File: src/hdl/dcache_port_arbiter.sv
module dcache_port_arbiter #(
  parameter int READ_PORT_NUM = 4
) (
  input  logic [READ_PORT_NUM-1:0] i_rd_valid,
  input  logic [READ_PORT_NUM-1:0] i_rd_h_pri,
  output logic [READ_PORT_NUM-1:0] o_grant_oh
);

  logic [READ_PORT_NUM-1:0] w_h_pri_req;
  logic [READ_PORT_NUM-1:0] w_h_pri_oh;
  logic [READ_PORT_NUM-1:0] w_norm_oh;

  // isolate the lowest set bit
  function automatic logic [READ_PORT_NUM-1:0] lowest_bit(
    input logic [READ_PORT_NUM-1:0] i_vec
  );
    return i_vec & (~i_vec + 1'b1);
  endfunction

  assign w_h_pri_req = i_rd_valid & i_rd_h_pri;
  assign w_h_pri_oh  = lowest_bit(w_h_pri_req);
  assign w_norm_oh   = lowest_bit(i_rd_valid);

  // high priority requests win before anything else
  assign o_grant_oh = (|w_h_pri_req) ? w_h_pri_oh : w_norm_oh;

  // checked once the inputs have settled
  always_comb begin
    a_grant_legal: assert final (
      $onehot0(o_grant_oh) && ((o_grant_oh & ~i_rd_valid) == '0)
    ) else $error("arbiter grant not one-hot or not a requesting port");
  end

endmodule

File: config.mk
export PLATFORM = sky130hd
export DESIGN_NAME = dcache_port_arbiter
export DESIGN_NICKNAME = d
export VERILOG_FILES = /design/src/hdl/dcache_port_arbiter.sv
export SDC_FILE = /design/constraint.sdc
export NUM_CORES = 1
export LEC_CHECK = 0
export BUFFER_PORTS_ARGS = -buffer_cell sky130_fd_sc_hd__buf_2
export CELL_PAD_IN_SITES_DETAIL_PLACEMENT = 0
export CELL_PAD_IN_SITES_GLOBAL_PLACEMENT = 2
export CORE_AREA = 2 2 39 41
export DETAILED_ROUTE_END_ITERATION = 7
export DIE_AREA = 0 0 41 43
export PLACE_DENSITY_LB_ADDON = 0.1
export SETUP_SLACK_MARGIN = 0.5
export SLEW_MARGIN = 20
export SYNTH_ARGS = -nofsm -noshare
export SYNTH_HDL_FRONTEND = slang
export SYNTH_SLANG_ARGS = --single-unit
File: constraint.sdc
create_clock -name vclk -period 0.9
set_input_delay 0.18 -clock vclk [all_inputs]
set_output_delay 0.18 -clock vclk [all_outputs]
set_load 0.02 [all_outputs]
# After elaboration in Yosys (flattened, before gate mapping)
# Cells that the tools add are included.
[word_totals] regBits=0 input_bits=8 output_inout_bits=4 word_cells=9
[op_classes] n_addsub=2 mux=1 bitwise_logic=5 n_reduce_logical=1
[ops] operator="AND 4 bit" count=3
[ops] operator="adder 4 x 1 -> 4 bit (second input constant)" count=2
[ops] operator="inverter 4 bit" count=2
[ops] operator="two-way mux 4 bit" count=1
[ops] operator="OR reduction 4 bit" count=1

# Longest topological paths before layout
[logic_depth] word_depth=5 depth_mapped=2 mapped_depth_nobuf=2

# Least setup slack after synthesis
# Ideal clock, no wire load.
[synth_timing] kind="input to output" from="input i_rd_h_pri[1]" to="output o_grant_oh[0]" t_arrival_ns=0.733 required_ns=0.720 setup_slack_ns=-0.013 stages=2 path_buffers=0 path_cell_list="a222oi_1 > o21a_1"
[synth_between] elab_chain_cells=3
[synth_rtl] item="start, declared" line_no="5" text="input logic [READ_PORT_NUM-1:0] i_rd_h_pri,"
[synth_rtl] item="AND 4 bit" line_no="20" text="assign w_h_pri_req = i_rd_valid & i_rd_h_pri;"
[synth_rtl] item="OR reduction 4 bit" line_no="25" text="assign o_grant_oh = (|w_h_pri_req) ? w_h_pri_oh : w_norm_oh;"
[synth_rtl] item="two-way mux 4 bit" line_no="25"
[synth_rtl] item="end, declared" line_no="6" text="output logic [READ_PORT_NUM-1:0] o_grant_oh"
# Every way passes these cells.

# Worst setup path in the final report
[layout_timing] from="input i_rd_valid[1]" to="output o_grant_oh[2]"
[layout_between] elab_chain_cells=5
[layout_rtl] item="start, declared" line_no="4" text="input logic [READ_PORT_NUM-1:0] i_rd_valid,"
[layout_rtl] item="AND 4 bit" line_no="20"
[layout_rtl] item="inverter 4 bit" line_no="17" text="return i_vec & (~i_vec + 1'b1);"
[layout_rtl] item="adder 4 x 1 -> 4 bit" line_no="17"
[layout_rtl] item="AND 4 bit" line_no="17"
[layout_rtl] item="two-way mux 4 bit (*)" line_no="25"
# Every way passes the cells marked *; elsewhere a longest branch is shown, timed or not.

==> impl_metrics.env <==
export IMPL_status="finished with violations"
export IMPL_violations="negative setup slack"
export IMPL_dr_first_iter_drc_count=5
export IMPL_yosysSeqAreaShare=0
export IMPL_overall_via_count_from_detail_route=178
export IMPL_fin_ws_ns=-0.172
export IMPL_max_slew_margin_rel=0.811
export IMPL_drc=0
export IMPL_ff_latch_area_um2=0
export IMPL_firstDrtPassIters=4
export IMPL_floorplan_initialDensity=0.0642
export IMPL_count_of_pins_over_their_slew_limit=0
export IMPL_vdd_ir_drop_max_mv=0.101
export IMPL_fp_row_count=14
export IMPL_power_density_mw_per_mm2=504
export IMPL_num_fill_cells=165
export IMPL_grt_pass1_wl_um=717
export IMPL_synth_adder_area_share=0
export IMPL_antennaDiodeCount=0
export IMPL_pwr_share_seq=0
export IMPL_worst_slew_pin_slew_ns=0.284
export IMPL_die_width_um=41
export IMPL_grt_pass1_vias=172
export IMPL_setup_tns_final_ns=-0.566
export IMPL_viasPerCell=4.14
export IMPL_rd_place_congestion=0.602
export IMPL_wl_per_cell_um=10.6
export IMPL_design_die_area_mm2=0.00176
export IMPL_switchingPower_mw=0.0595
export IMPL_hold_viol_final=0
export IMPL_synth_area_mux_share=0
export IMPL_critPathCapture="o_grant_oh[2]"
export IMPL_drive_gt1_frac=0.778
export IMPL_comb_power_share=1.000
export IMPL_max_cap_viol_count=0
export IMPL_antenna_found_initial=0
export IMPL_syn_num_nets=19
export IMPL_power_leakage_nw=0.140
export IMPL_synthCells=11
export IMPL_critPathMaxFanout=3
export IMPL_grt_ovfl_total=0
export IMPL_complex_gate_fraction_of_the_synthesized_area=0.944
export IMPL_worst_endpoint_required_ns=0.72
export IMPL_synth_lib_cells_used_distinct=8
export IMPL_pwr_share_clk=0
export IMPL_nNetsFinal=37
export IMPL_power_internal_mw=0.0895
export IMPL_detailed_place_hpwl_um=384
export IMPL_layout_min_cycle_time_ns=1.07
export IMPL_die_y_um=43
export IMPL_crit_start="i_rd_valid[1]"
export IMPL_synth_simple_gate_area_frac=0.0563
export IMPL_nClkBuffers=0
export IMPL_finalSetupViolations=4
export IMPL_final_instance_count_excl_fill=43
export IMPL_area_growth_synth_to_final_pct=232
export IMPL_holdPathStages=3
export IMPL_io_buffers=12
export IMPL_core_area_mm2=0.00138
export IMPL_antenna_left=0
export IMPL_pin_count=12
export IMPL_combinational_family_with_the_most_area_after_synthesis="compound AO/OA/AOI/OAI gates"
export IMPL_detail_route_wirelength_um=454
export IMPL_yosysWarningCount=0
export IMPL_grt_util_all_layers=0.0539
export IMPL_rsz0062_at_grt="true"
export IMPL_fin_crit_sh=1.19
export IMPL_critPathArrivalTime_ns=0.89
export IMPL_timing_critical_path_to_type="output pin"
export IMPL_max_clock_freq_mhz=933
export IMPL_synthesis_area_um2=88.8
export IMPL_critPathLaunchType="primary input"
export IMPL_share_of_total_power_consumed_by_net_switching=0.399
export IMPL_nFlopsAndLatches=0
export IMPL_placed_cells=41
export IMPL_synth_area_per_cell_um2=8.08
export IMPL_pin_count_of_the_biggest_net_entering_global_routing=7
export IMPL_crit_path_kind="in -> out"
export IMPL_worst_hold_path_type="in -> out"
export IMPL_synth_xor_xnor_area_share=0
[cells in the mapped netlist, drive strengths merged]
cell	count	area, um^2
a211oi	1	7.51
o211a	2	20.0
a21boi	2	15.0
o21a	2	15.0
a22oi	1	7.51
a221oi	1	8.76
a222oi	1	10.0
nor3	1	5.00
[layer usage]
metal	up-vias	track usage	routed length [um]	part of all wire
met1	83	0.0728	184	0.41
li1	86	-	-	-
met2	9	0.0906	204	0.45
met3	0	0.0105	65	0.14
met4	0	0	0	0
met5	-	0	0	0
[final cells by class]
cell class,count,area (um^2),share of cell area
repair buffers,16,168,0.568
multi-input cells,11,108,0.364
well taps,16,20.0,0.0678
[what timing repair did]
item,CTS,global route
hold buffers,0,0
setup endpoints to repair,4,4
setup buffers,1,1
pin swaps,6,6
resized for setup,20,3
[how the worst min path moves through the flow]
stage	startpoint	end
2_1_floorplan	i_rd_valid[0]	o_grant_oh[0]
3_3_place_gp	i_rd_h_pri[0]	o_grant_oh[0]
6_report	i_rd_valid[2]	o_grant_oh[2]
4_1_cts	i_rd_h_pri[0]	o_grant_oh[0]
3_5_place_dp	i_rd_h_pri[0]	o_grant_oh[0]
5_1_grt	i_rd_valid[2]	o_grant_oh[2]
[cells in the final DEF, fill, tap and decap left out]
cell type	netlist	routed
nor3_1	1	1
o211a_1	2	2
buf_8	0	3
a211oi_2	0	1
a221oi_2	0	1
buf_2	0	2
a21boi_0	2	2
a22oi_2	0	1
a222oi_1	1	1
buf_4	0	3
buf_6	0	8
o21a_2	0	2
[stage by stage]
stage | area (um^2) | util | hold WS, ns | worst slack (ns) | total power [mW]
finish | 295 | 0.213 | 0.702 | -0.172 | 0.149
global route | 295 | 0.213 | 0.722 | -0.243 | 0.160
CTS | 274 | 0.198 | 0.698 | -0.208 | 0.142
detailed placement | 203 | 0.146 | 0.743 | -0.226 | 0.104
global placement | 203 | 0.146 | 0.736 | -0.223 | 0.105
floorplan | 108 | - | 0.495 | 0.0235 | 0.0457
[power by group through the flow]
stage                     Sequential (mW)  Clock, mW  Combinational, mW
final                                   0          0              0.149
after global routing                    0          0              0.160
after CTS                               0          0              0.142
after detailed placement                0          0              0.104
after global placement                  0          0              0.105
after floorplan                         0          0             0.0457
[logic make-up after synthesis]
group / Yosys count
compound gates: 10
simple gates: 1
[critical path, cell delays in order]
cell and delay (ns):
buf_8 0.10, buf_6 0.11, a22oi_2 0.20, o211a_1 0.19
buf_6 0.11
No activity file was read; power rests on OpenSTA's default activity.
