File: src/hdl/dcache_pkg.sv
package dcache_pkg;

  // physical address split
  localparam int PADDR_W  = 32;
  localparam int OFFSET_W = 4;
  localparam int INDEX_W  = 6;
  localparam int TAG_W    = PADDR_W - INDEX_W - OFFSET_W;

  // one cache line
  localparam int LINE_W     = 128;
  localparam int LINE_BYTES = LINE_W / 8;

  typedef struct packed {
    logic [TAG_W-1:0]    tag;
    logic [INDEX_W-1:0]  index;
    logic [OFFSET_W-1:0] offset;
  } paddr_fields_t;

  // same word seen raw or as tag/index/offset
  typedef union packed {
    logic [PADDR_W-1:0] raw;
    paddr_fields_t      f;
  } paddr_u;

endpackage
File: src/hdl/dcache_tag_array.sv
module dcache_tag_array import dcache_pkg::*; (
  input  logic               i_clk,
  input  logic               i_reset_n,
  input  logic               i_wr,
  input  logic [INDEX_W-1:0] i_index,
  input  logic [TAG_W-1:0]   i_tag,
  output logic [TAG_W-1:0]   o_tag,
  output logic               o_tag_valid
);

  localparam int SETS = 2 ** INDEX_W;

  logic [TAG_W-1:0]   mem_tag [SETS];
  logic [SETS-1:0]    r_valid;
  logic [INDEX_W-1:0] r_index;

  // valid bits and read index
  always_ff @(posedge i_clk, negedge i_reset_n) begin
    if (!i_reset_n) begin
      r_valid <= '0;
      r_index <= '0;
    end else begin
      if (i_wr) begin
        r_valid[i_index] <= 1'b1;
      end
      r_index <= i_index;
    end
  end

  always_ff @(posedge i_clk) begin
    if (i_wr) begin
      mem_tag[i_index] <= i_tag;
    end
  end

  // read through the latched index, so a write shows up next cycle
  assign o_tag       = mem_tag[r_index];
  assign o_tag_valid = r_valid[r_index];

endmodule

File: config.mk
export PLATFORM = sky130hd
export DESIGN_NAME = dcache_tag_array
export DESIGN_NICKNAME = d
export VERILOG_FILES = /design/src/hdl/dcache_pkg.sv /design/src/hdl/dcache_tag_array.sv
export SDC_FILE = /design/constraint.sdc
export NUM_CORES = 1
export LEC_CHECK = 0
export BUFFER_PORTS_ARGS = -buffer_cell sky130_fd_sc_hd__buf_2
export CORE_UTILIZATION = 50
export CTS_CLUSTER_SIZE = 10
export DETAILED_ROUTE_END_ITERATION = 7
export GPL_ROUTABILITY_DRIVEN = 0
export GPL_TIMING_DRIVEN = 1
export MAX_ROUTING_LAYER = met4
export PLACE_DENSITY_LB_ADDON = 0.15
export SLEW_MARGIN = 20
export SYNTH_ARGS = -nofsm -noshare
export SYNTH_HDL_FRONTEND = slang
export SYNTH_SLANG_ARGS = --single-unit
File: constraint.sdc
create_clock -name i_clk -period 1.9 [get_ports i_clk]
set_input_delay 0.19 -clock i_clk [delete_from_list [all_inputs] [get_ports i_clk]]
set_output_delay 0.19 -clock i_clk [all_outputs]
set_load 0.03 [all_outputs]
Word-level counts from Yosys, hierarchy flattened
Memories as Yosys holds them, arrays and structs flattened.
Index checks and enable logic that the tools add are counted.

word-level totals
  input bits = 31
  logic and storage cells = 14
  bits in writable memories = 1,408
  output and inout port bits = 23
  memories kept = 1
  flip-flop bits (word level) = 70

memory list
  memory   depth  bits a word  rd ports  clocked after memory_dff  write ports  RTL line                RTL
  mem_tag  64     22           1         0                         1            dcache_tag_array.sv:13  logic [TAG_W-1:0] mem_tag [SETS];

cells by class
  reduce and logical (&&, ||, !) cells = 1
  muxes and demuxes = 6
  bitwise logic cells = 1
  order comparisons = 3

operators by type and width
  kind                                                                                  number
  64-bit OR                                                                             1
  6-bit by 7-bit less-than comparator with 1-bit output (second input constant)         2
  1-bit binary-select mux with 6-bit select                                             1
  1-bit demux with 6-bit select                                                         1
  6-bit by 1-bit greater-or-equal comparator with 1-bit output (second input constant)  1
  1-bit 2-to-1 mux                                                                      4
  1-bit logical AND                                                                     1

Depth between registers and ports, before layout
Gate-level depths: netlist (run 1).

  depth after elaboration = 5
  gate-level depth with buffers = 9
  depth with buffers taken out = 5

Worst setup path before layout (run 1)
OpenSTA, ideal clock, no wires.

  kind = input port to flip-flop
  start point = input port i_index[3]
  end point = memory mem_tag[48][0] in the netlist's numbering, enable pin
  slack = -944 ps
  stages on the path = 4
  required time = 1,470 ps
  arrival = 2,414 ps
  library setup time = 430 ps
  cells stage by stage = clkbuf_1 -> nand4b_1 -> or2_2 -> nor3_1

RTL lines
  item             RTL line                RTL
  start, declared  dcache_tag_array.sv:5   input logic [INDEX_W-1:0] i_index,
  end, declared    dcache_tag_array.sv:13

Straight into the memory's write port.

Worst setup path in the final report (run 1)
  start point = register r_index[0]
  end point = output port o_tag[10]

between the ends
  cells in the longest elaborated chain, start to end = 1

RTL lines
  item                     RTL line                RTL
  start, declared          dcache_tag_array.sv:15  logic [INDEX_W-1:0] r_index;
  start signal, assigned   dcache_tag_array.sv:26  r_index <= i_index;
  memory read 64 x 22 bit  n/a
  end, declared            dcache_tag_array.sv:7   output logic [TAG_W-1:0] o_tag,

Every way passes these cells.

==> results.cfg, run 1 <==
[clock_tree]
insertion_delay_ns = 0.77
numCtsBuffers = 167
max-clock-path-buffers = 3
clock-root-buffer = clkbuf_16
cts.sinks = 1478
cts_tree = yes
clk_pin_slew_ns = 0.05
htreeDepth = 4

[power_and_ir_drop]
p_switching_mw = 15.2
power.density_nw_per_um2 = 1010
p_leak_nw = 22.6
p_comb_share_pct = 7.4
peakVddDrop_mv = 0.921
netSwitchingFraction_pct = 21.7
pwr-share-seq_pct = 51.7
power_mw = 70.3
p_int_mw = 55.0
p_clk_share_pct = 40.8

[synth]
async_reset_ff_share_pct = 4.74
yosysMostFrequentCell = edfxtp_1
syn_avg_cell_area_um2 = 22.6
synth_edf_count = 1408
ys_seq_area_share_pct = 77.9
synth_area_leaders = edfxtp_1 (75%), mux4_2 (15%), dfrtp_1 (3.1%)
synth_seq_cells = 1478
synth_top_area_share_pct = 74.8
netlist_top_cells_count = edfxtp_1 (1408), mux4_2 (368), nor2_1 (79)
syn_nets = 2526
synthCells = 2495
synth.distinct_cells = 38
synth_top_area_cell = edfxtp_1
ys_warn_count = 0
synth_ff_type = edfxtp_1
synth.cell_area_um2 = 56500

[sta]
max_slew_margin_pct = 28.3
slew_viol_final = 0
finalSetupViolations = 23
rsz0062_at_grt = true
period_share_pct = 183
worst_clock_skew_ns = 0
period_needed_ns = 3.48
max_freq_mhz = 288
worstMarginPinSlew_ns = 1.08
setup_ws_ns = -1.58
hold_viol = 0

[global_routing]
grt_antenna_before_repair = 5
grt_busiest_layer = met2
grt.total_usage_pct = 26.6
grt_pass1_wl_um = 209000
grt_pass1_vias = 29163
gr-total-overflow = 0
met3_usage_pct = 4.19
grtUsageMet1_pct = 37.6
grt_max_degree = 65
use_met2_pct = 41.1

[floorplanning]
core_um2 = 111000
fp.dieW_um = 338
dieArea_um2 = 114000
dieHeight_um = 338
ios = 54
start_util_pct = 50.8
rows = 122

[place]
preCtsSetupSlack_ns = -1.10
placed_area_um2 = 62800
hpwl_um = 85500
io_buffers = 53

[worst_setup_path]
crit_path_cell_trace = buf_6 -> buf_12 -> buf_8 -> mux4_2 -> mux2i_1 -> a22oi_2 -> buf_4 -> nand2_2 -> a211oi_4 -> buf_6
cp-start-kind = flip-flop
crit_required_ns = 1.71
cpPeakStageDelay_ns = 0.51
crit_path_max_fanout = 11
crit_path_top_delay_cell = dfrtp_4
crit_arrival_ns = 3.29
endpoint_kind = output pin
path_common_cell = buf_6
worst-setup-path-type = flip-flop to output pin

[route]
vias_per_cell = 6.18
wl_per_cell_um = 31.8
dr.pass1.iters = 7
vias = 28222
ant_nets = 0
drt_iter0_drc = 3176
drc = 0
wl_um = 145000

[run_status]
violations = negative setup slack
status = finished with violations

[job]
maxCapViolations = 0

[cells_and_area]
design_area_um2 = 69200
area_growth_pct = 22.6
drive_above_1_share_pct = 41.7
nets = 3009

[worst_hold_path]
hp-class = input port to flip-flop
sequential cells by signal (all words and copies together), names as in the netlist:
signal   count
mem_tag   1408
r_index      6
r_valid     64
layout by cell type, fill, tap and decap left out, types with 25 or more instances in the layout:
cell type / instances
a22oi_2: 26
buf_12: 130
buf_2: 31
buf_4: 209
buf_6: 43
clkbuf_1: 82
clkbuf_16: 173
dfrtp_1: 66
edfxtp_1: 1408
mux2i_1: 55
mux4_2: 368
nand3_1: 25
nor2_2: 51
or2_2: 66
layer usage:
| metal | wire length [um] | part of all wire, % | up-vias |
|---|---|---|---|
| met5 | 0 | 0 | - |
| met4 | 3070 | 2.1 | 0 |
| met3 | 10400 | 7.2 | 183 |
| met2 | 71100 | 49 | 1148 |
| met1 | 60700 | 42 | 15317 |
| li1 | - | - | 11574 |
logic make-up after synthesis:
family | after synthesis | synth area share (%)
compound gates | 186 | 2.38
buf+inv | 136 | 1.29
flops | 1478 | 77.9
mux | 453 | 16.2
simple gates | 242 | 2.17
repair_timing:
| action | 4_1_cts | 5_1_grt |
|---|---|---|
| cloned | 9 | 5 |
| endpoints found under the setup margin | 23 | 23 |
| pin swaps | 31 | 38 |
| hold endpoints to repair | 360 | 0 |
| gates resized for setup | 153 | 72 |
| buffers inserted | 20 | 20 |
| hold buffers | 12 | 0 |
through the flow:
stage / setup TNS [ns] / std cells / hold slack (ns) / utilization [%]
final: -34.34 / 4567 / 0.0611 / 62.2
after global routing: -36.13 / 4566 / 0.0628 / 62.2
after CTS: -35.50 / 4545 / 0.0247 / 61.8
after detailed placement: -19.85 / 4247 / 0.202 / 56.4
after global placement: -19.70 / 4247 / 0.201 / 56.4
after floorplan: -350.66 / 2495 / -0.106 / -
power by group through the flow:
stage | sequential (mW) | clock (mW) | combinational (mW)
3_5_place_dp | 37.0 | 0 | 4.71
2_1_floorplan | 36.9 | 0 | 2.56
3_3_place_gp | 37.0 | 0 | 4.63
6_report | 36.4 | 28.7 | 5.22
4_1_cts | 36.4 | 29.2 | 5.12
5_1_grt | 36.4 | 30.5 | 5.47
critical path: cells and delay by family (launching register included):
| family | cells | cell delay [ns] |
|---|---|---|
| buffers and inverters | 5 | 0.84 |
| AO/OA/AOI/OAI | 2 | 0.63 |
| multiplexers | 2 | 0.40 |
| AND/OR/NAND/NOR | 1 | 0.10 |
| flip-flops | 1 | 0.51 |
area by class of cell:
type	instances	area, um2
sequential	1478	44000
tap	1488	1860
clock inverter	15	250
timing repair buffer	449	5520
multi-input combinational	881	13000
inverter	1	3.75
fill	7567	42000
antenna	4	10.0
clock buffer	251	4530
worst paths after layout:
kind,slack (ns),cells after the start,endpoint,from
setup / recovery,-1.58,10,o_tag[10],r_index[0]
hold / removal,0.06,1,mem_tag[58][1],i_tag[1]
setup reg to reg,1.09,1,r_valid[38],r_valid[38]
hold reg to reg,0.46,1,r_valid[55],r_valid[55]
max in group asynchronous,1.09,3,r_valid[24],i_reset_n
min in group asynchronous,0.09,2,r_index[3],i_reset_n
Power figures use the tool's default switching activity.
==> inputs of run 2 (changes only) <==
Settings changed: TNS_END_PERCENT set to 20.
==> run 2 against run 1 <==
Routed wire length barely moved. Critical path type unchanged. Setup slack improved by 0.0028 ns. The run still ends with negative setup slack left. Clock power fell by 1%. Combinational power barely moved. Largest power group unchanged. Sequential power barely moved. Hold slack got worse by 0.015 ns. Core utilization barely moved. Total power fell by 0.46%. Global-route usage barely moved. Design area barely moved. Non-clock buffer count rose by 14. Flip-flop and latch count did not move.
==> results.cfg, run 2 (synthesis results as in run 1) <==
[floorplanning]
ios = 54
fp.dieW_um = 338
dieArea_um2 = 114000
start_util_pct = 50.8
dieHeight_um = 338
rows = 122
core_um2 = 111000

[global_routing]
grt_pass1_wl_um = 210000
grt_max_degree = 65
grt_pass1_vias = 29204
gr-total-overflow = 0
grt.total_usage_pct = 26.7
grt_antenna_before_repair = 8

[cells_and_area]
final_common_cell = edfxtp_1
nets = 3023
final_cell_mix = edfxtp_1 (1408), mux4_2 (368), buf_4 (226)
fillers = 7511
area_growth_pct = 22.5
drive_above_1_share_pct = 40.8
reg_top3 = mem_tag x1408, r_valid x64, r_index x6
multi_input_area_um2 = 12800
seq_area_um2 = 44000
top_register = mem_tag
largest_reg_flops = 1408

[sta]
finalSetupViolations = 23
max_slew_margin_pct = 32.5
worstMarginPinSlew_ns = 1.01
period_share_pct = 183
rsz0062_at_grt = true
period_needed_ns = 3.47
max_freq_mhz = 288
slew_viol_final = 0
hold_viol = 0
fin_tns_setup_ns = -34.65
setup_ws_ns = -1.57
worst_clock_skew_ns = 0
whs_ns = 0.0465

[route]
wl_per_cell_um = 31.7
drc = 0
ant_nets = 0
drt_iter0_drc = 3107
vias_per_cell = 6.16
vias = 28187
dr.pass1.iters = 7
wl_um = 145000

[clock_tree]
max-clock-path-buffers = 3
numCtsBuffers = 167
cts.sinks = 1478
cts_tree = yes
clock-root-buffer = clkbuf_16
insertion_delay_ns = 0.75
clk_pin_slew_ns = 0.05
htreeDepth = 4

[job]
maxCapViolations = 0

[power_and_ir_drop]
power_mw = 69.9
p_leak_nw = 22.7
peakVddDrop_mv = 0.779
power.density_nw_per_um2 = 1010

[worst_setup_path]
r2r_cells = 1
reg2reg_from = r_valid[57]
endpoint_kind = output pin
crit_arrival_ns = 3.28
cp-start-kind = flip-flop
r2r_setup_slack_ns = 1.09
crit_required_ns = 1.71
r2r_end = r_valid[57]
worst-setup-path-type = flip-flop to output pin
crit_path_max_fanout = 6

[worst_hold_path]
hold_start = i_tag[20]
hp-class = input port to flip-flop
min_to = mem_tag[17][20]
hold_depth = 2

[run_status]
violations = negative setup slack
status = finished with violations

[place]
io_buffers = 53
hpwl_um = 86800
run 2: cell count changes in the layout (fill, tap and decap cells not counted), sizes merged:
cell / change
buf: +12
diode: +1
clkinv: -2
dlygate4sd3: +1
clkbuf: -3
inv: -2
bufinv: -1
bufbuf: +2
run 2: critical path, cell delays in order, from the launching register on:
cell and delay, ns:
dfrtp_4 0.47, buf_12 0.18, buf_4 0.15, buf_16 0.13, buf_6 0.13, mux4_2 0.50
mux2i_1 0.19, buf_4 0.15, a22oi_1 0.12, nand3_1 0.16, buf_6 0.14, o21ai_2 0.07
buf_6 0.14
run 2: layer usage:
metal	global-route usage (%)	vias to the layer above	part of all wire [%]
li1	-	11586	-
met1	37.4	15266	42
met2	41.1	1138	49
met3	4.45	197	7.5
met4	6.76	0	2.2
met5	-	-	0
run 2: final cells by class:
cell class	count	area share, %
Timing Repair Buffer	463	8.34
Antenna cell	5	0.0181
Sequential cell	1478	63.6
Multi-Input combinational cell	881	18.5
Clock buffer	249	6.60
Clock inverter	10	0.190
Inverter	1	0.00542
Tap cell	1488	2.69
run 2: how the worst max path moves through the flow:
stage / start / cells past startpoint / slack, ns / end
after floorplan: i_index[3] / 4 / -0.34 / mem_tag[54][0]
after global placement: r_index[0] / 9 / -0.96 / o_tag[13]
after detailed placement: r_index[0] / 9 / -0.92 / o_tag[13]
after CTS: r_index[0] / 10 / -1.57 / o_tag[10]
after global routing: r_index[0] / 12 / -1.63 / o_tag[0]
final: r_index[0] / 12 / -1.57 / o_tag[0]
run 2: per-stage QoR:
stage          instances  setup slack, ns  utilization (%)  instance area (um2)
2_1_floorplan       2495           -0.340                -                57400
3_5_place_dp        4254           -0.918             56.5                62800
6_report            4575            -1.57             62.2                69200
4_1_cts             4564            -1.57             62.0                69000
5_1_grt             4572            -1.63             62.2                69200
3_3_place_gp        4254           -0.958             56.5                62800
run 2: repair_timing:
item | in CTS | in global routing
pin swaps | 40 | 22
setup endpoints to repair | 23 | 23
resized for setup | 147 | 16
buffers inserted | 28 | 5
hold endpoints to repair | 220 | 1
cloned | 15 | 4
hold buffers | 13 | 1
run 2: where the power goes:
group	total [mW]	switching (mW)	internal [mW]
sequential	36.4	0.196	36.2
clock	28.3	11.9	16.4
combinational	5.23	2.80	2.43
total	69.9	14.9	55.0
